[config.mk]
export PLATFORM = sky130hd
export DESIGN_NAME = bt_bridge
export DESIGN_NICKNAME = d
export VERILOG_FILES = /design/src/bt_bridge_pkg.sv /design/src/word_fifo_if.sv /design/src/bt_bridge.sv /design/src/link_controller.sv /design/src/word_deserializer.sv /design/src/word_fifo.sv /design/src/word_serializer.sv
export VERILOG_INCLUDE_DIRS = /design/src /design/src/include
export SDC_FILE = /design/constraint.sdc
export NUM_CORES = 1
export LEC_CHECK = 0
export ABC_AREA = 1
export BUFFER_PORTS_ARGS = -buffer_cell sky130_fd_sc_hd__buf_2
export CAP_MARGIN = 30
export CELL_PAD_IN_SITES_DETAIL_PLACEMENT = 0
export CELL_PAD_IN_SITES_GLOBAL_PLACEMENT = 2
export CORE_ASPECT_RATIO = 1.5
export CORE_UTILIZATION = 43
export DETAILED_ROUTE_END_ITERATION = 10
export PLACE_DENSITY_LB_ADDON = 0.2
export SLEW_MARGIN = 20
export SYNTH_ARGS = -nofsm -noshare
export SYNTH_HDL_FRONTEND = slang
export SYNTH_SLANG_ARGS = --single-unit
[constraint.sdc]
create_clock -name clock -period 3.47 [get_ports clock]
set_input_delay 0.5205 -clock clock [delete_from_list [all_inputs] [get_ports clock]]
set_output_delay 0.5205 -clock clock [all_outputs]
set_load 0.01 [all_outputs]
[src/include/bt_bridge_cfg.svh]
/*
	bt_bridge configuration
	FIFO depth, serial bit period and the reply terminator word
*/
`ifndef BT_BRIDGE_CFG_SVH
`define BT_BRIDGE_CFG_SVH

// words per FIFO, must be a power of two
`define BT_FIFO_DEPTH 16

`define BT_FIFO_COUNT_W ($clog2(`BT_FIFO_DEPTH) + 1)

`define BT_BIT_CYCLES 8 // clocks per serial bit

`define BT_REPLY_END 16'h0d0a // CR LF

`endif

[src/bt_bridge_pkg.sv]
/*
	bt_bridge types
	data word and the link controller state encoding
*/
package bt_bridge_pkg;

	typedef logic [15:0] bt_word_t; // one FIFO entry, one serial frame payload

	typedef enum logic [3:0] {
		idle             = 4'h0,
		wait_user_data   = 4'h1,
		load_user        = 4'h2,
		rest_user        = 4'h3,
		load_sensor      = 4'h4,
		rest_sensor      = 4'h5,
		load_tx          = 4'h6,
		send_tx          = 4'h7,
		rest_tx          = 4'h8,
		receive_reply    = 4'h9,
		load_reply       = 4'ha,
		rest_reply       = 4'hb,
		wait_user_demand = 4'hc,
		read_reply       = 4'hd,
		rest_read        = 4'he,
		done             = 4'hf
	} link_state_t;

endpackage

[src/word_fifo_if.sv]
/*
	word_fifo_if
	write, read and status signals of one word FIFO
*/
`timescale 1ns/1ps
`include "bt_bridge_cfg.svh"

interface word_fifo_if;
	import bt_bridge_pkg::*;

	logic wr_en;
	bt_word_t din;
	logic rd_en;
	bt_word_t dout; // head word, valid while not empty
	logic full;
	logic empty;
	logic [`BT_FIFO_COUNT_W-1:0] count;

	modport writer (output wr_en, output din, input full);
	modport reader (output rd_en, input dout, input empty, input count);
	modport fifo (
		input wr_en, input din, input rd_en,
		output dout, output full, output empty, output count
	);

endinterface

[src/bt_bridge.sv]
/*
	bt_bridge
	host register bridge to a serial radio module
	controller, transmit and reply FIFOs, serializer and deserializer
*/
`timescale 1ns/1ps
`include "bt_bridge_cfg.svh"

module bt_bridge (
	input logic clock,
	input logic reset,
	input logic rxd,
	input logic want_at,
	input logic begin_connection,
	input logic user_data_loaded,
	input logic user_data_done,
	input logic reply_access,
	input logic reply_finished,
	input bt_bridge_pkg::bt_word_t user_data,
	input bt_bridge_pkg::bt_word_t sensor_data,
	output logic txd,
	output logic bt_enable,
	output bt_bridge_pkg::link_state_t state,
	output bt_bridge_pkg::bt_word_t reply_data,
	output logic [`BT_FIFO_COUNT_W-1:0] tx_count,
	output logic [`BT_FIFO_COUNT_W-1:0] reply_count
);
	import bt_bridge_pkg::*;

	word_fifo_if tx_q ();
	word_fifo_if reply_q ();

	logic tx_start;
	logic tx_done;
	logic rx_arm;
	logic rx_done;
	bt_word_t rx_word;

	assign bt_enable = want_at; // radio in command mode when host asks for it
	assign reply_data = reply_q.dout;
	assign tx_count = tx_q.count;
	assign reply_count = reply_q.count;

	link_controller u_ctrl (
		.clock(clock),
		.reset(reset),
		.want_at(want_at),
		.begin_connection(begin_connection),
		.user_data_loaded(user_data_loaded),
		.user_data_done(user_data_done),
		.reply_access(reply_access),
		.reply_finished(reply_finished),
		.user_data(user_data),
		.sensor_data(sensor_data),
		.tx_done(tx_done),
		.rx_done(rx_done),
		.rx_word(rx_word),
		.tx_start(tx_start),
		.rx_arm(rx_arm),
		.state(state),
		.tx_wr(tx_q.writer),
		.tx_rd(tx_q.reader),
		.reply_wr(reply_q.writer),
		.reply_rd(reply_q.reader)
	);

	word_fifo u_tx_fifo (.clock(clock), .reset(reset), .q(tx_q.fifo));
	word_fifo u_reply_fifo (.clock(clock), .reset(reset), .q(reply_q.fifo));

	word_serializer u_ser (
		.clock(clock),
		.reset(reset),
		.start(tx_start),
		.data(tx_q.dout),
		.done(tx_done),
		.txd(txd)
	);

	word_deserializer u_deser (
		.clock(clock),
		.reset(reset),
		.arm(rx_arm),
		.rxd(rxd),
		.done(rx_done),
		.word(rx_word)
	);

endmodule

[src/link_controller.sv]
/*
	link_controller
	sequences sensor or command mode transfers through the transmit FIFO,
	then collects the reply into the response FIFO for the host
*/
`timescale 1ns/1ps
`include "bt_bridge_cfg.svh"

module link_controller (
	input logic clock,
	input logic reset,
	input logic want_at,
	input logic begin_connection,
	input logic user_data_loaded,
	input logic user_data_done,
	input logic reply_access,
	input logic reply_finished,
	input bt_bridge_pkg::bt_word_t user_data,
	input bt_bridge_pkg::bt_word_t sensor_data,
	input logic tx_done,
	input logic rx_done,
	input bt_bridge_pkg::bt_word_t rx_word,
	output logic tx_start,
	output logic rx_arm,
	output bt_bridge_pkg::link_state_t state,
	word_fifo_if.writer tx_wr,
	word_fifo_if.reader tx_rd,
	word_fifo_if.writer reply_wr,
	word_fifo_if.reader reply_rd
);
	import bt_bridge_pkg::*;

	link_state_t next_state;
	bt_word_t last_stored; // last reply word seen, stored or not

	assign tx_wr.din = want_at ? user_data : sensor_data; // host word in command mode
	assign tx_wr.wr_en = (state == load_user || state == load_sensor) && !tx_wr.full;
	assign tx_rd.rd_en = (state == send_tx) && tx_done; // pop once the head is on the line
	assign reply_wr.din = rx_word;
	assign reply_wr.wr_en = (state == load_reply) && !reply_wr.full;
	assign reply_rd.rd_en = (state == read_reply);

	assign tx_start = (state == send_tx);
	assign rx_arm = (state == receive_reply);

	always_comb
	begin
		next_state = state;
		case (state)
			idle:
				if (begin_connection)
					next_state = want_at ? wait_user_data : load_sensor;
			wait_user_data:
				if (user_data_loaded)
					next_state = load_user;
			load_user:
				next_state = rest_user;
			rest_user:
				next_state = user_data_done ? load_tx : wait_user_data;
			load_sensor:
				next_state = rest_sensor;
			rest_sensor:
				next_state = tx_wr.full ? load_tx : load_sensor;
			load_tx:
				next_state = send_tx;
			send_tx:
				if (tx_done)
					next_state = rest_tx;
			rest_tx:
			begin
				if (!tx_rd.empty)
					next_state = load_tx;
				else
					next_state = want_at ? receive_reply : done; // replies only in command mode
			end
			receive_reply:
				if (rx_done)
					next_state = load_reply;
			load_reply:
				next_state = rest_reply;
			rest_reply:
				next_state = (last_stored == `BT_REPLY_END) ? wait_user_demand : receive_reply;
			wait_user_demand:
				if (reply_access)
					next_state = read_reply;
			read_reply:
				next_state = rest_read;
			rest_read:
				next_state = reply_finished ? done : wait_user_demand;
			done:
				if (!begin_connection)
					next_state = idle;
			default:
				next_state = idle;
		endcase
	end

	always_ff @(posedge clock or posedge reset)
	begin
		if (reset)
			state <= idle;
		else
			state <= next_state;
	end

	always_ff @(posedge clock)
	begin
		if (state == load_reply)
			last_stored <= rx_word; // terminator check also covers dropped words
	end

endmodule

[src/word_deserializer.sv]
/*
	word_deserializer
	hunts for a start edge while armed, samples each bit at mid period
	a low stop bit discards the word
*/
`timescale 1ns/1ps
`include "bt_bridge_cfg.svh"

module word_deserializer (
	input logic clock,
	input logic reset,
	input logic arm,
	input logic rxd,
	output logic done,
	output bt_bridge_pkg::bt_word_t word
);
	import bt_bridge_pkg::*;

	localparam int CYC_W = $clog2(`BT_BIT_CYCLES + 1);
	localparam logic [CYC_W-1:0] LAST_CYC = CYC_W'(`BT_BIT_CYCLES - 1);
	localparam logic [CYC_W-1:0] HALF_CYC = CYC_W'(`BT_BIT_CYCLES / 2);

	logic rx_meta;
	logic rx_sync;
	logic rx_prev;
	logic fall;
	logic sample;
	logic busy;
	logic [CYC_W-1:0] cyc;
	logic [4:0] bit_idx; // 0 start, 1..16 data, 17 stop
	bt_word_t shift;

	assign fall = rx_prev && !rx_sync;
	assign sample = busy && (cyc == LAST_CYC);

	always_ff @(posedge clock or posedge reset)
	begin
		if (reset)
		begin
			rx_meta <= 1'b1; // line idles high
			rx_sync <= 1'b1;
			rx_prev <= 1'b1;
		end
		else
		begin
			rx_meta <= rxd;
			rx_sync <= rx_meta;
			rx_prev <= rx_sync;
		end
	end

	always_ff @(posedge clock or posedge reset)
	begin
		if (reset)
		begin
			busy <= 1'b0;
			cyc <= '0;
			bit_idx <= '0;
			done <= 1'b0;
		end
		else
		begin
			done <= 1'b0;
			if (!busy)
			begin
				if (arm && fall)
				begin
					busy <= 1'b1;
					cyc <= HALF_CYC; // first sample lands mid start bit
					bit_idx <= '0;
				end
			end
			else if (sample)
			begin
				cyc <= '0;
				bit_idx <= bit_idx + 1'b1;
				if (bit_idx == 5'd0 && rx_sync)
					busy <= 1'b0; // glitch, not a start bit
				else if (bit_idx == 5'd17)
				begin
					busy <= 1'b0;
					done <= rx_sync; // framing error gives no done
				end
			end
			else
				cyc <= cyc + 1'b1;
		end
	end

	always_ff @(posedge clock)
	begin
		if (sample && bit_idx != 5'd0 && bit_idx != 5'd17)
			shift <= {rx_sync, shift[15:1]}; // lsb arrives first
		if (sample && bit_idx == 5'd17 && rx_sync)
			word <= shift;
	end

endmodule

[src/word_fifo.sv]
/*
	word_fifo
	single clock circular buffer of bt_word_t entries
	head word shown combinationally, count derived from the pointers
*/
`timescale 1ns/1ps
`include "bt_bridge_cfg.svh"

module word_fifo (
	input logic clock,
	input logic reset,
	word_fifo_if.fifo q
);
	import bt_bridge_pkg::*;

	localparam int ADDR_W = $clog2(`BT_FIFO_DEPTH);

	bt_word_t mem [`BT_FIFO_DEPTH];
	logic [ADDR_W:0] wr_ptr; // extra msb tells full from empty
	logic [ADDR_W:0] rd_ptr;
	logic do_write;
	logic do_read;

	assign do_write = q.wr_en && !q.full; // write while full is dropped
	assign do_read = q.rd_en && !q.empty;

	assign q.empty = (wr_ptr == rd_ptr);
	assign q.full = ((wr_ptr ^ rd_ptr) == {1'b1, {ADDR_W{1'b0}}});
	assign q.count = wr_ptr - rd_ptr;
	assign q.dout = mem[rd_ptr[ADDR_W-1:0]];

	always_ff @(posedge clock or posedge reset)
	begin
		if (reset)
		begin
			wr_ptr <= '0;
			rd_ptr <= '0;
		end
		else
		begin
			if (do_write)
				wr_ptr <= wr_ptr + 1'b1;
			if (do_read)
				rd_ptr <= rd_ptr + 1'b1;
		end
	end

	always_ff @(posedge clock)
	begin
		if (do_write)
			mem[wr_ptr[ADDR_W-1:0]] <= q.din;
	end

endmodule

[src/word_serializer.sv]
/*
	word_serializer
	sends one word as start bit, 16 data bits lsb first, stop bit
	each bit held for BT_BIT_CYCLES clocks
*/
`timescale 1ns/1ps
`include "bt_bridge_cfg.svh"

module word_serializer (
	input logic clock,
	input logic reset,
	input logic start,
	input bt_bridge_pkg::bt_word_t data,
	output logic done,
	output logic txd
);
	localparam int CYC_W = $clog2(`BT_BIT_CYCLES + 1);
	localparam logic [CYC_W-1:0] LAST_CYC = CYC_W'(`BT_BIT_CYCLES - 1);

	logic [17:0] frame; // bit 0 is on the line, ones shift in behind
	logic [CYC_W-1:0] cyc;
	logic [4:0] bit_idx;
	logic busy;

	assign txd = frame[0];

	always_ff @(posedge clock or posedge reset)
	begin
		if (reset)
		begin
			frame <= '1;
			cyc <= '0;
			bit_idx <= '0;
			busy <= 1'b0;
			done <= 1'b0;
		end
		else
		begin
			done <= 1'b0;
			if (!busy)
			begin
				if (start && !done) // held start is not retaken in the done cycle
				begin
					frame <= {1'b1, data, 1'b0};
					cyc <= '0;
					bit_idx <= '0;
					busy <= 1'b1;
				end
			end
			else if (cyc == LAST_CYC)
			begin
				cyc <= '0;
				frame <= {1'b1, frame[17:1]};
				if (bit_idx == 5'd17) // end of stop bit
				begin
					busy <= 1'b0;
					done <= 1'b1;
				end
				else
					bit_idx <= bit_idx + 1'b1;
			end
			else
				cyc <= cyc + 1'b1;
		end
	end

endmodule
**Word-level counts from Yosys, hierarchy flattened**

Memory sizes are Yosys's and may differ from the RTL's.
Index checks and enable logic that the tools add are counted.

- Input port bits: 41
- Memories kept: 2
- Register bits: 115
- Output and inout port bits: 32
- RAM bits: 512

Memories:

| memory | depth | bits a word | read ports | clocked after Yosys merged registers in | write ports | line | text |
|---|---|---|---|---|---|---|---|
| u_reply_fifo.mem | 16 | 16 | 1 | 0 | 1 | word_fifo.sv:18 | `` bt_word_t mem [`BT_FIFO_DEPTH]; `` |
| u_tx_fifo.mem | 16 | 16 | 1 | 0 | 1 | word_fifo.sv:18 |  |

- Reductions and logical operators: 32
- Multiplexer cells: 51
- Bitwise logic cells: 2
- Equality and inequality tests: 34
- $add $sub $neg: 10

Operators with widths:

| operator | number |
|---|---|
| $pmux W4 S16 | 1 |
| $mux W18 | 3 |
| $mux W4 | 13 |
| $mux W5 | 7 |
| $eq A4 B4 Y1 const B | 8 |
| $add A5 B1 Y5 const B | 6 |
| $eq A4 B3 Y1 const B | 6 |
| $eq A5 B5 Y1 const B | 4 |
| $mux W1 | 20 |
| $eq A16 B12 Y1 const B | 1 |
| $logic_and A1 B1 Y1 | 16 |
| $mux W16 | 1 |
| $ne A2 B2 Y1 const B | 8 |
| $mux W3 | 4 |
| $eq A5 B5 Y1 | 2 |
| $sub A5 B5 Y5 | 2 |
| $xor A5 B5 Y5 | 2 |
| $add A4 B1 Y4 const B | 2 |
| $eq A4 B2 Y1 const B | 2 |
| $logic_not A1 Y1 | 6 |
| $reduce_and A6 Y1 | 1 |
| $logic_not A5 Y1 | 1 |
| $ne A5 B5 Y1 const B | 1 |
| $reduce_bool A5 Y1 | 1 |
| 8 further kinds | 11 |

**Depth between registers and ports, before layout**

Gate-level depths: netlist (run 1).

- Depth in word-level cells: 7
- Mapped depth: 12

**By module**

From an unflattened synthesis (run 1), not the netlist that was laid out.

- Cell total of the unflattened synthesis: 2,859
- Area, all modules: 28,220.8 sq um

Modules (own cells, without submodules):

| module | area each (sq um) | cells each | instances |
|---|---|---|---|
| word_fifo | 11,881.4 | 1,203 | 2 |
| word_deserializer | 1,664.1 | 108 | 1 |
| word_serializer | 1,458.9 | 183 | 1 |
| link_controller | 1,327.5 | 161 | 1 |
| bt_bridge | 7.5 | 1 | 1 |

**Worst setup path after synthesis (run 1)**

Ideal clock, no wire load.

- Path kind: register -> register
- Start point: register u_tx_fifo.rd_ptr[3]
- End point: memory u_tx_fifo.mem[11][0] (netlist name) (enable)
- Period minus slack after synthesis: 2,748 ps
- Path slack: 722 ps
- Required time: 3,082 ps
- Stages on the path, launching flop included: 11
- Library setup time: 388 ps
- Data arrival time: 2,360 ps
- Buffers on the path: 1
- Path through: dfrtp_1 -> clkinv_1 -> clkbuf_1 -> ha_1 -> nand2_1 -> nor2_1 -> nand2_1 -> nand2_1 -> nor2_1 -> inv_1 -> nor2_1

- Word-level cells in the longest chain between the ends: 7

Ends and longest elaborated chain:

| item | line | text |
|---|---|---|
| start, declared | word_fifo.sv:20 | `logic [ADDR_W:0] rd_ptr;` |
| start signal, assigned | word_fifo.sv:44 | `rd_ptr <= rd_ptr + 1'b1;` |
| $xor A5 B5 Y5 (*) | word_fifo.sv:28 | `assign q.full = ((wr_ptr ^ rd_ptr) == {1'b1, {ADDR_W{1'b0}}});` |
| $eq A5 B5 Y1 (*) | word_fifo.sv:28 |  |
| $logic_not A1 Y1 (*) | link_controller.sv:37, word_fifo.sv:24 |  |
| $logic_and A1 B1 Y1 | link_controller.sv:37 | `assign tx_wr.wr_en = (state == load_user \|\| state == load_sensor) && !tx_wr.full;` |
| $logic_and A1 B1 Y1 (*) | word_fifo.sv:24 | `assign do_write = q.wr_en && !q.full;` |
| $mux W1 (*) | word_fifo.sv:50 | `if (do_write)` |
| $mux W1 (implied by the code) (*) | word_fifo.sv:51 | `mem[wr_ptr[ADDR_W-1:0]] <= q.din;` |
| end, declared | word_fifo.sv:18 |  |

Every way passes the cells marked *; elsewhere a longest branch is shown, timed or not.

**Final worst setup path (run 1)**

- Start point: register u_reply_fifo.wr_ptr[0]
- End point: output port reply_count[4]

- Word-level cells in the longest chain between the ends: 1

Ends and longest elaborated chain:

| item | line | text |
|---|---|---|
| start, declared | word_fifo.sv:19 | `logic [ADDR_W:0] wr_ptr;` |
| start signal, assigned | word_fifo.sv:42 | `wr_ptr <= wr_ptr + 1'b1;` |
| $sub A5 B5 Y5 | word_fifo.sv:29 | `assign q.count = wr_ptr - rd_ptr;` |
| end, declared | bt_bridge.sv:26 | `` output logic [`BT_FIFO_COUNT_W-1:0] reply_count `` |

No other way between the ends.

==> flow_summary.json, run 1 <==
{
  "critical_path_class": "register to output pin",
  "synthDistinctLibCells": 41,
  "antenna_left": 0,
  "required_ps": 2950,
  "ys.flop_type": "edfxtp_1",
  "power_leakage_nw": 11.3,
  "fillers": 5489,
  "drc_errors": 0,
  "fin_skew_ps": 13.1,
  "cp-end-kind": "output pin",
  "synth-edff-count": 560,
  "drt_iter0_drc": 928,
  "yosysTopAreaCell": "edfxtp_1",
  "vias_per_cell": 5.13,
  "hold_viol": 0,
  "drv_slew": 0,
  "crit_slowest_cell": "dfrtp_1",
  "final_cell_area_mm2": 0.0297,
  "placementRows": 111,
  "maxCapViolCount": 0,
  "drive_gt1_share_pct": 12.2,
  "syn_avg_cell_area_um2": 11.3,
  "die_y_um": 306,
  "grtUsageMet1_pct": 23.1,
  "antenna_cells": 0,
  "die_width_um": 205,
  "async_flop_share_pct": 10.5,
  "clk_latency_ps": 630,
  "clkTransAtPathRegs_ps": 60,
  "synth_nets": 2417,
  "grt_use_total_pct": 21.5,
  "place_congestion": 0.808,
  "powerDensity_mw_per_mm2": 642,
  "synth_top_area_share_pct": 63.5,
  "cts_max_level": 2,
  "grtUsageMet3_pct": 2.84,
  "cts_root_buffer": "clkbuf_16",
  "synthTopCellsByCount": "edfxtp_1 (560), nand2_1 (518), nor2_1 (281)",
  "synth_seq_cells": 626,
  "fin_crit_sh_pct": 91.4,
  "post_cts_buffers": 0,
  "cp.arrival_ps": 2650,
  "relSlewSlack_pct": 37.9,
  "cts_tree": "yes",
  "synth_most_common_cell": "edfxtp_1",
  "grtUsageMet2_pct": 41.9,
  "grt_start_max_net_pins": 132,
  "slowest_delay_ps": 420,
  "die_area_mm2": 0.0626,
  "grt_pass1_wl_mm": 99.7,
  "yosysWarnings": 0,
  "wl_per_cell_um": 20.3,
  "cts_sinks": 626,
  "core-area_mm2": 0.0610,
  "io_pins": 73,
  "area_delta_synth_final_pct": 12.3,
  "critPathLaunchType": "register",
  "period_needed_ps": 3170,
  "place_hpwl_mm": 40.9,
  "yosysSeqAreaShare_pct": 69.9,
  "placed_area_mm2": 0.0278,
  "cp_max_fo": 5,
  "max_freq_mhz": 315,
  "fin_setup_tns_ps": 0,
  "syn_area_mm2": 0.0265,
  "antenna_found_initial": 0,
  "hold_class": "input port to register",
  "synthTopCellsByArea": "edfxtp_1 (64%), nand2_1 (7.3%), nand3_1 (4.5%), dfrtp_1 (4.3%), nor2_1 (4.0%)",
  "dr.pass1.iters": 5,
  "syn-instance-count": 2349,
  "final-setup-viol-count": 0,
  "num_vias": 16800,
  "numCtsBuffers": 59,
  "finish.utilization_pct": 48.7,
  "grt_busiest_layer": "met2",
  "clock_path_buffers": 3,
  "fin_nets": 2503,
  "gr-total-overflow": 0,
  "outcome": "finished clean",
  "worst_ir_drop_vdd_mv": 0.459,
  "worstMarginPinSlew_ps": 929,
  "grt_pass1_vias": 16600,
  "wl_mm": 66.5,
  "start_util_pct": 43.4,
  "p_total_mw": 19.1,
  "path_cells": "inv_1, ha_1, fa_1, o31ai_1, xor2_1, buf_2",
  "port_buffers": 72,
  "rsz0062_at_grt": "false"
}
where the power goes:
group / switching [mW] / internal, mW
sequential: 0.292 / 8.75
combinational: 2.65 / 1.22
clock: 2.81 / 3.37
critical path, delay by kind of cell, from the launching register on:
kind	cells	cell delay, ps
adder cells (fa/ha/maj)	2	630
flip-flops	1	420
XOR/XNOR	1	350
buffers and inverters	2	320
AO/OA/AOI/OAI	1	300
what timing repair did:
action	CTS	global route
hold buffers	2	0
hold endpoints to repair	32	0
gates resized for setup	0	0
endpoints found under the setup margin	0	0
cells in the final DEF (no fill, tap or decap), types with 33 or more instances in the layout:
cell,synthesis,layout
buf_2,61,72
nor2_1,281,273
inv_1,214,212
nand3_1,238,238
o21ai_0,123,123
edfxtp_1,560,560
dfrtp_1,46,42
buf_4,6,53
clkbuf_16,0,60
o22ai_1,33,33
nand2_1,518,518
metrics by stage:
step | hold slack, ps | cells | setup WS, ps
final | 297 | 3275 | 297
after global routing | 315 | 3275 | 150
after CTS | 263 | 3275 | 239
after detailed placement | 352 | 3163 | 928
after global placement | 348 | 3163 | 958
after floorplan | 345 | 2349 | 722
logic make-up (layout without fill, tap and decap cells):
group / after synthesis / count (layout) / share of synthesized area, %
buffers and inverters: 331 / 466 / 5.15
multiplexers: 16 / 16 / 0.681
AND/OR/NAND/NOR: 1074 / 1074 / 16.9
adder cells (fa/ha/maj): 27 / 27 / 1.33
flip-flops: 626 / 626 / 69.9
AO/OA/AOI/OAI: 249 / 249 / 5.24
XOR/XNOR: 26 / 26 / 0.860
registers in the layout (all words and copies together) (netlist names):
| name | flops |
|---|---|
| u_ctrl.last_stored | 16 |
| u_ctrl.state | 4 |
| u_deser.bit_idx | 5 |
| u_deser.busy | 1 |
| u_deser.cyc | 4 |
| u_deser.done | 1 |
| u_deser.rx_meta | 1 |
| u_deser.rx_prev | 1 |
| u_deser.rx_sync | 1 |
| u_deser.shift | 16 |
| u_deser.word | 16 |
| u_reply_fifo.mem | 256 |
| u_reply_fifo.rd_ptr | 5 |
| u_reply_fifo.wr_ptr | 5 |
| u_ser.bit_idx | 5 |
| u_ser.busy | 1 |
| u_ser.cyc | 4 |
| u_ser.done | 1 |
| u_ser.frame | 17 |
| u_tx_fifo.mem | 256 |
| u_tx_fifo.rd_ptr | 5 |
| u_tx_fifo.wr_ptr | 5 |
final cells by class:
cell class              instances  area, µm²  share of cell area (%)
clock buffers                  72       1570                    5.27
clock inverters                38        288                   0.968
inverters                     224        846                    2.85
multi-input cells            1392       6650                    22.4
flip-flops and latches        626      18500                    62.3
well taps                     791        990                    3.33
repair buffers                132        878                    2.96
final timing paths:
check                      depth (start not counted)                    to                    from  slack, ps
setup reg to reg                                  10  u_tx_fifo.mem[2][13]     u_tx_fifo.rd_ptr[3]        990
min in group asynchronous                          3    u_deser.bit_idx[0]                   reset        500
hold / removal                                     5       u_ctrl.state[1]          user_data_done        300
hold reg to reg                                    0       u_deser.rx_sync         u_deser.rx_meta        360
setup / recovery                                   6        reply_count[4]  u_reply_fifo.wr_ptr[0]        300
max in group asynchronous                          4       u_ser.frame[11]                   reset       2040
per-layer routing:
layer	routed length [µm]	up-vias
li1	-	8142
met1	24900	8202
met2	37300	334
met3	2060	125
met4	2170	0
met5	0	-
Note: power is estimated with default switching activity, not from simulation.
==> run 2, diff against run 1 <==
Settings changed: ABC_AREA 1 to default, CORE_UTILIZATION 43 to 48.
==> flow_summary.json, run 2 <==
{
  "grt_use_total_pct": 19.5,
  "synth_nets": 1392,
  "cts_resized": 0,
  "synth_seq_cells": 626,
  "comb_power_share_pct": 22.8,
  "layout_commonest_cell": "edfxtp_1",
  "p_sw_share_pct": 27.6,
  "clock_path_buffers": 3,
  "cts_sinks": 626,
  "intPower_mw": 14.5,
  "placementRows": 101,
  "num_vias": 12000,
  "die_width_um": 188,
  "r2r_slack_ps": 550,
  "synth-edff-count": 560,
  "cts_root_buffer": "clkbuf_16",
  "grt_pass1_vias": 12900,
  "grt_pass1_wl_mm": 76.7,
  "worst-path-buf-inv": 2,
  "power_leakage_nw": 9.38,
  "clk_latency_ps": 600,
  "final-setup-viol-count": 0,
  "critical_path_class": "register to output pin",
  "synthTopCellsByCount": "edfxtp_1 (560), mux4_2 (129), nand2_1 (94)",
  "async_flop_share_pct": 10.5,
  "place_congestion": 0.756,
  "cp_top_family": "flip-flops",
  "path_cells": "buf_12, mux4_2, nand2_1, and3_1, a31oi_1, buf_2",
  "powerDensity_mw_per_mm2": 713,
  "slowest_delay_ps": 650,
  "antenna_found_initial": 0,
  "fin_nets": 1512,
  "antenna_cells": 0,
  "synthDistinctLibCells": 63,
  "dr.pass1.iters": 5,
  "mostFrequentLayoutCells": "edfxtp_1 (560), mux4_2 (129), nand2_1 (94), buf_2 (72), clkbuf_16 (57)",
  "hold_buffers": 0,
  "wl_per_cell_um": 23.0,
  "required_ps": 2950,
  "synth_most_common_cell": "edfxtp_1",
  "drv_slew": 0,
  "hold_class": "input port to asynchronous set/reset pin",
  "cp_max_fo": 31,
  "ys.flop_type": "edfxtp_1",
  "critPathLaunchType": "register",
  "drt_iter0_drc": 743,
  "yosysTopAreaCell": "edfxtp_1",
  "cts_max_level": 2,
  "area_delta_synth_final_pct": 13.3,
  "placed_area_mm2": 0.0262,
  "hold_viol": 0,
  "place_hpwl_mm": 32.2,
  "setup_ws_ps": 282,
  "gr-total-overflow": 0,
  "rsz0062_at_grt": "false",
  "r2r-end": "u_tx_fifo.mem[1][4]",
  "reg2reg_depth": 7,
  "yosysSeqAreaShare_pct": 74.4,
  "timing.hold.ws_ps": 11.8,
  "crit_slowest_cell": "dfrtp_4",
  "clkTransAtPathRegs_ps": 70,
  "drc_errors": 0,
  "synthTopCellsByArea": "edfxtp_1 (68%), mux4_2 (12%), dfrtp_1 (4.6%), dfstp_2 (2.1%), nand2_1 (1.4%)",
  "p_switching_mw": 5.55,
  "wl_mm": 49.5,
  "dp_slack_ps": 537,
  "syn-instance-count": 1324,
  "synth_top_area_share_pct": 67.6,
  "fin_skew_ps": 25.5,
  "fillers": 4002,
  "r2r-start": "u_tx_fifo.rd_ptr[2]",
  "cp.arrival_ps": 2670,
  "period_needed_ps": 3190,
  "fin_setup_tns_ps": 0,
  "start_util_pct": 48.8,
  "numCtsBuffers": 56,
  "cts_tree": "yes",
  "die_area_mm2": 0.0527,
  "relSlewSlack_pct": 48.3,
  "core-area_mm2": 0.0509,
  "io_pins": 73,
  "grt_start_max_net_pins": 69,
  "maxCapViolCount": 0,
  "pwr-share-clk_pct": 31.4,
  "max_freq_mhz": 314,
  "worst_ir_drop_vdd_mv": 0.680,
  "final_cell_area_mm2": 0.0282,
  "antenna_left": 0,
  "syn_avg_cell_area_um2": 18.8,
  "yosysWarnings": 0,
  "die_y_um": 281,
  "syn_area_mm2": 0.0249,
  "drive_gt1_share_pct": 27.3,
  "fin_crit_sh_pct": 91.9,
  "vias_per_cell": 5.56,
  "post_cts_buffers": 0,
  "worstMarginPinSlew_ps": 776,
  "cp-end-kind": "output pin",
  "outcome": "finished clean",
  "port_buffers": 72,
  "power.share.sequential_pct": 45.8
}
==> run 2: area by class of cell <==
type | count | area (µm²) | area share, %
timing repair buffer | 130 | 891 | 3.16
clock buffer | 60 | 1440 | 5.10
sequential | 626 | 18500 | 65.7
multi-input combinational | 603 | 5960 | 21.2
inverter | 27 | 101 | 0.360
clock inverter | 41 | 444 | 1.58
tap | 669 | 837 | 2.97
==> run 2: cells by family (layout without fill, tap and decap cells) <==
group | after synthesis | count (layout) | share of synthesized area [%]
buf+inv | 95 | 258 | 1.75
xor+xnor | 32 | 32 | 1.19
fa+ha+maj | 27 | 27 | 1.42
mux | 150 | 150 | 12.6
flops | 626 | 626 | 74.4
simple gates | 253 | 253 | 5.04
compound gates | 141 | 141 | 3.60
==> run 2: power groups by stage <==
stage,sequential (mW),clock (mW),combinational [mW]
after global routing,9.27,6.74,5.07
after floorplan,9.21,0,3.47
after detailed placement,9.36,0,4.65
after CTS,9.21,6.47,4.66
final,9.20,6.31,4.57
after global placement,9.34,0,4.61
==> run 2: worst max path at each step <==
| stage | startpoint | endpoint | slack, ps | cells past startpoint |
|---|---|---|---|---|
| 2_1_floorplan | u_reply_fifo.rd_ptr[2] | u_reply_fifo.mem[4][0] | 270 | 9 |
| 3_3_place_gp | u_tx_fifo.rd_ptr[2] | u_tx_fifo.mem[3][9] | 630 | 7 |
| 3_5_place_dp | u_tx_fifo.rd_ptr[2] | u_tx_fifo.mem[1][7] | 540 | 7 |
| 4_1_cts | u_tx_fifo.rd_ptr[1] | tx_count[4] | 70 | 7 |
| 5_1_grt | u_reply_fifo.rd_ptr[0] | reply_data[1] | 150 | 6 |
| 6_report | u_reply_fifo.rd_ptr[0] | reply_data[15] | 280 | 6 |
==> run 2: routing by layer <==
| layer | wire [µm] | up-vias | share of wire, % | GRT usage [%] |
|---|---|---|---|---|
| met4 | 794 | 0 | 1.6 | 4.38 |
| met3 | 1340 | 50 | 2.7 | 2.25 |
| li1 | - | 5492 | - | - |
| met1 | 18200 | 6258 | 37 | 21.3 |
| met2 | 29200 | 195 | 59 | 39.6 |
| met5 | 0 | - | 0 | 0 |
==> run 2: worst register-to-register path: stages, from the launching register on <==
cell and delay [ps]:
dfrtp_1 420, inv_1 110, ha_1 370, and4_1 270, a2111oi_4 580, nor3b_2 400
and2_1 180, buf_4 260
==> run 2: stage by stage <==
| step | util [%] | total power [mW] | instances |
|---|---|---|---|
| 2_1_floorplan | - | 12.7 | 1324 |
| 3_3_place_gp | 51.5 | 14.0 | 2053 |
| 3_5_place_dp | 51.5 | 14.0 | 2053 |
| 4_1_cts | 55.2 | 20.3 | 2154 |
| 5_1_grt | 55.3 | 21.1 | 2156 |
| 6_report | 55.3 | 20.1 | 2156 |
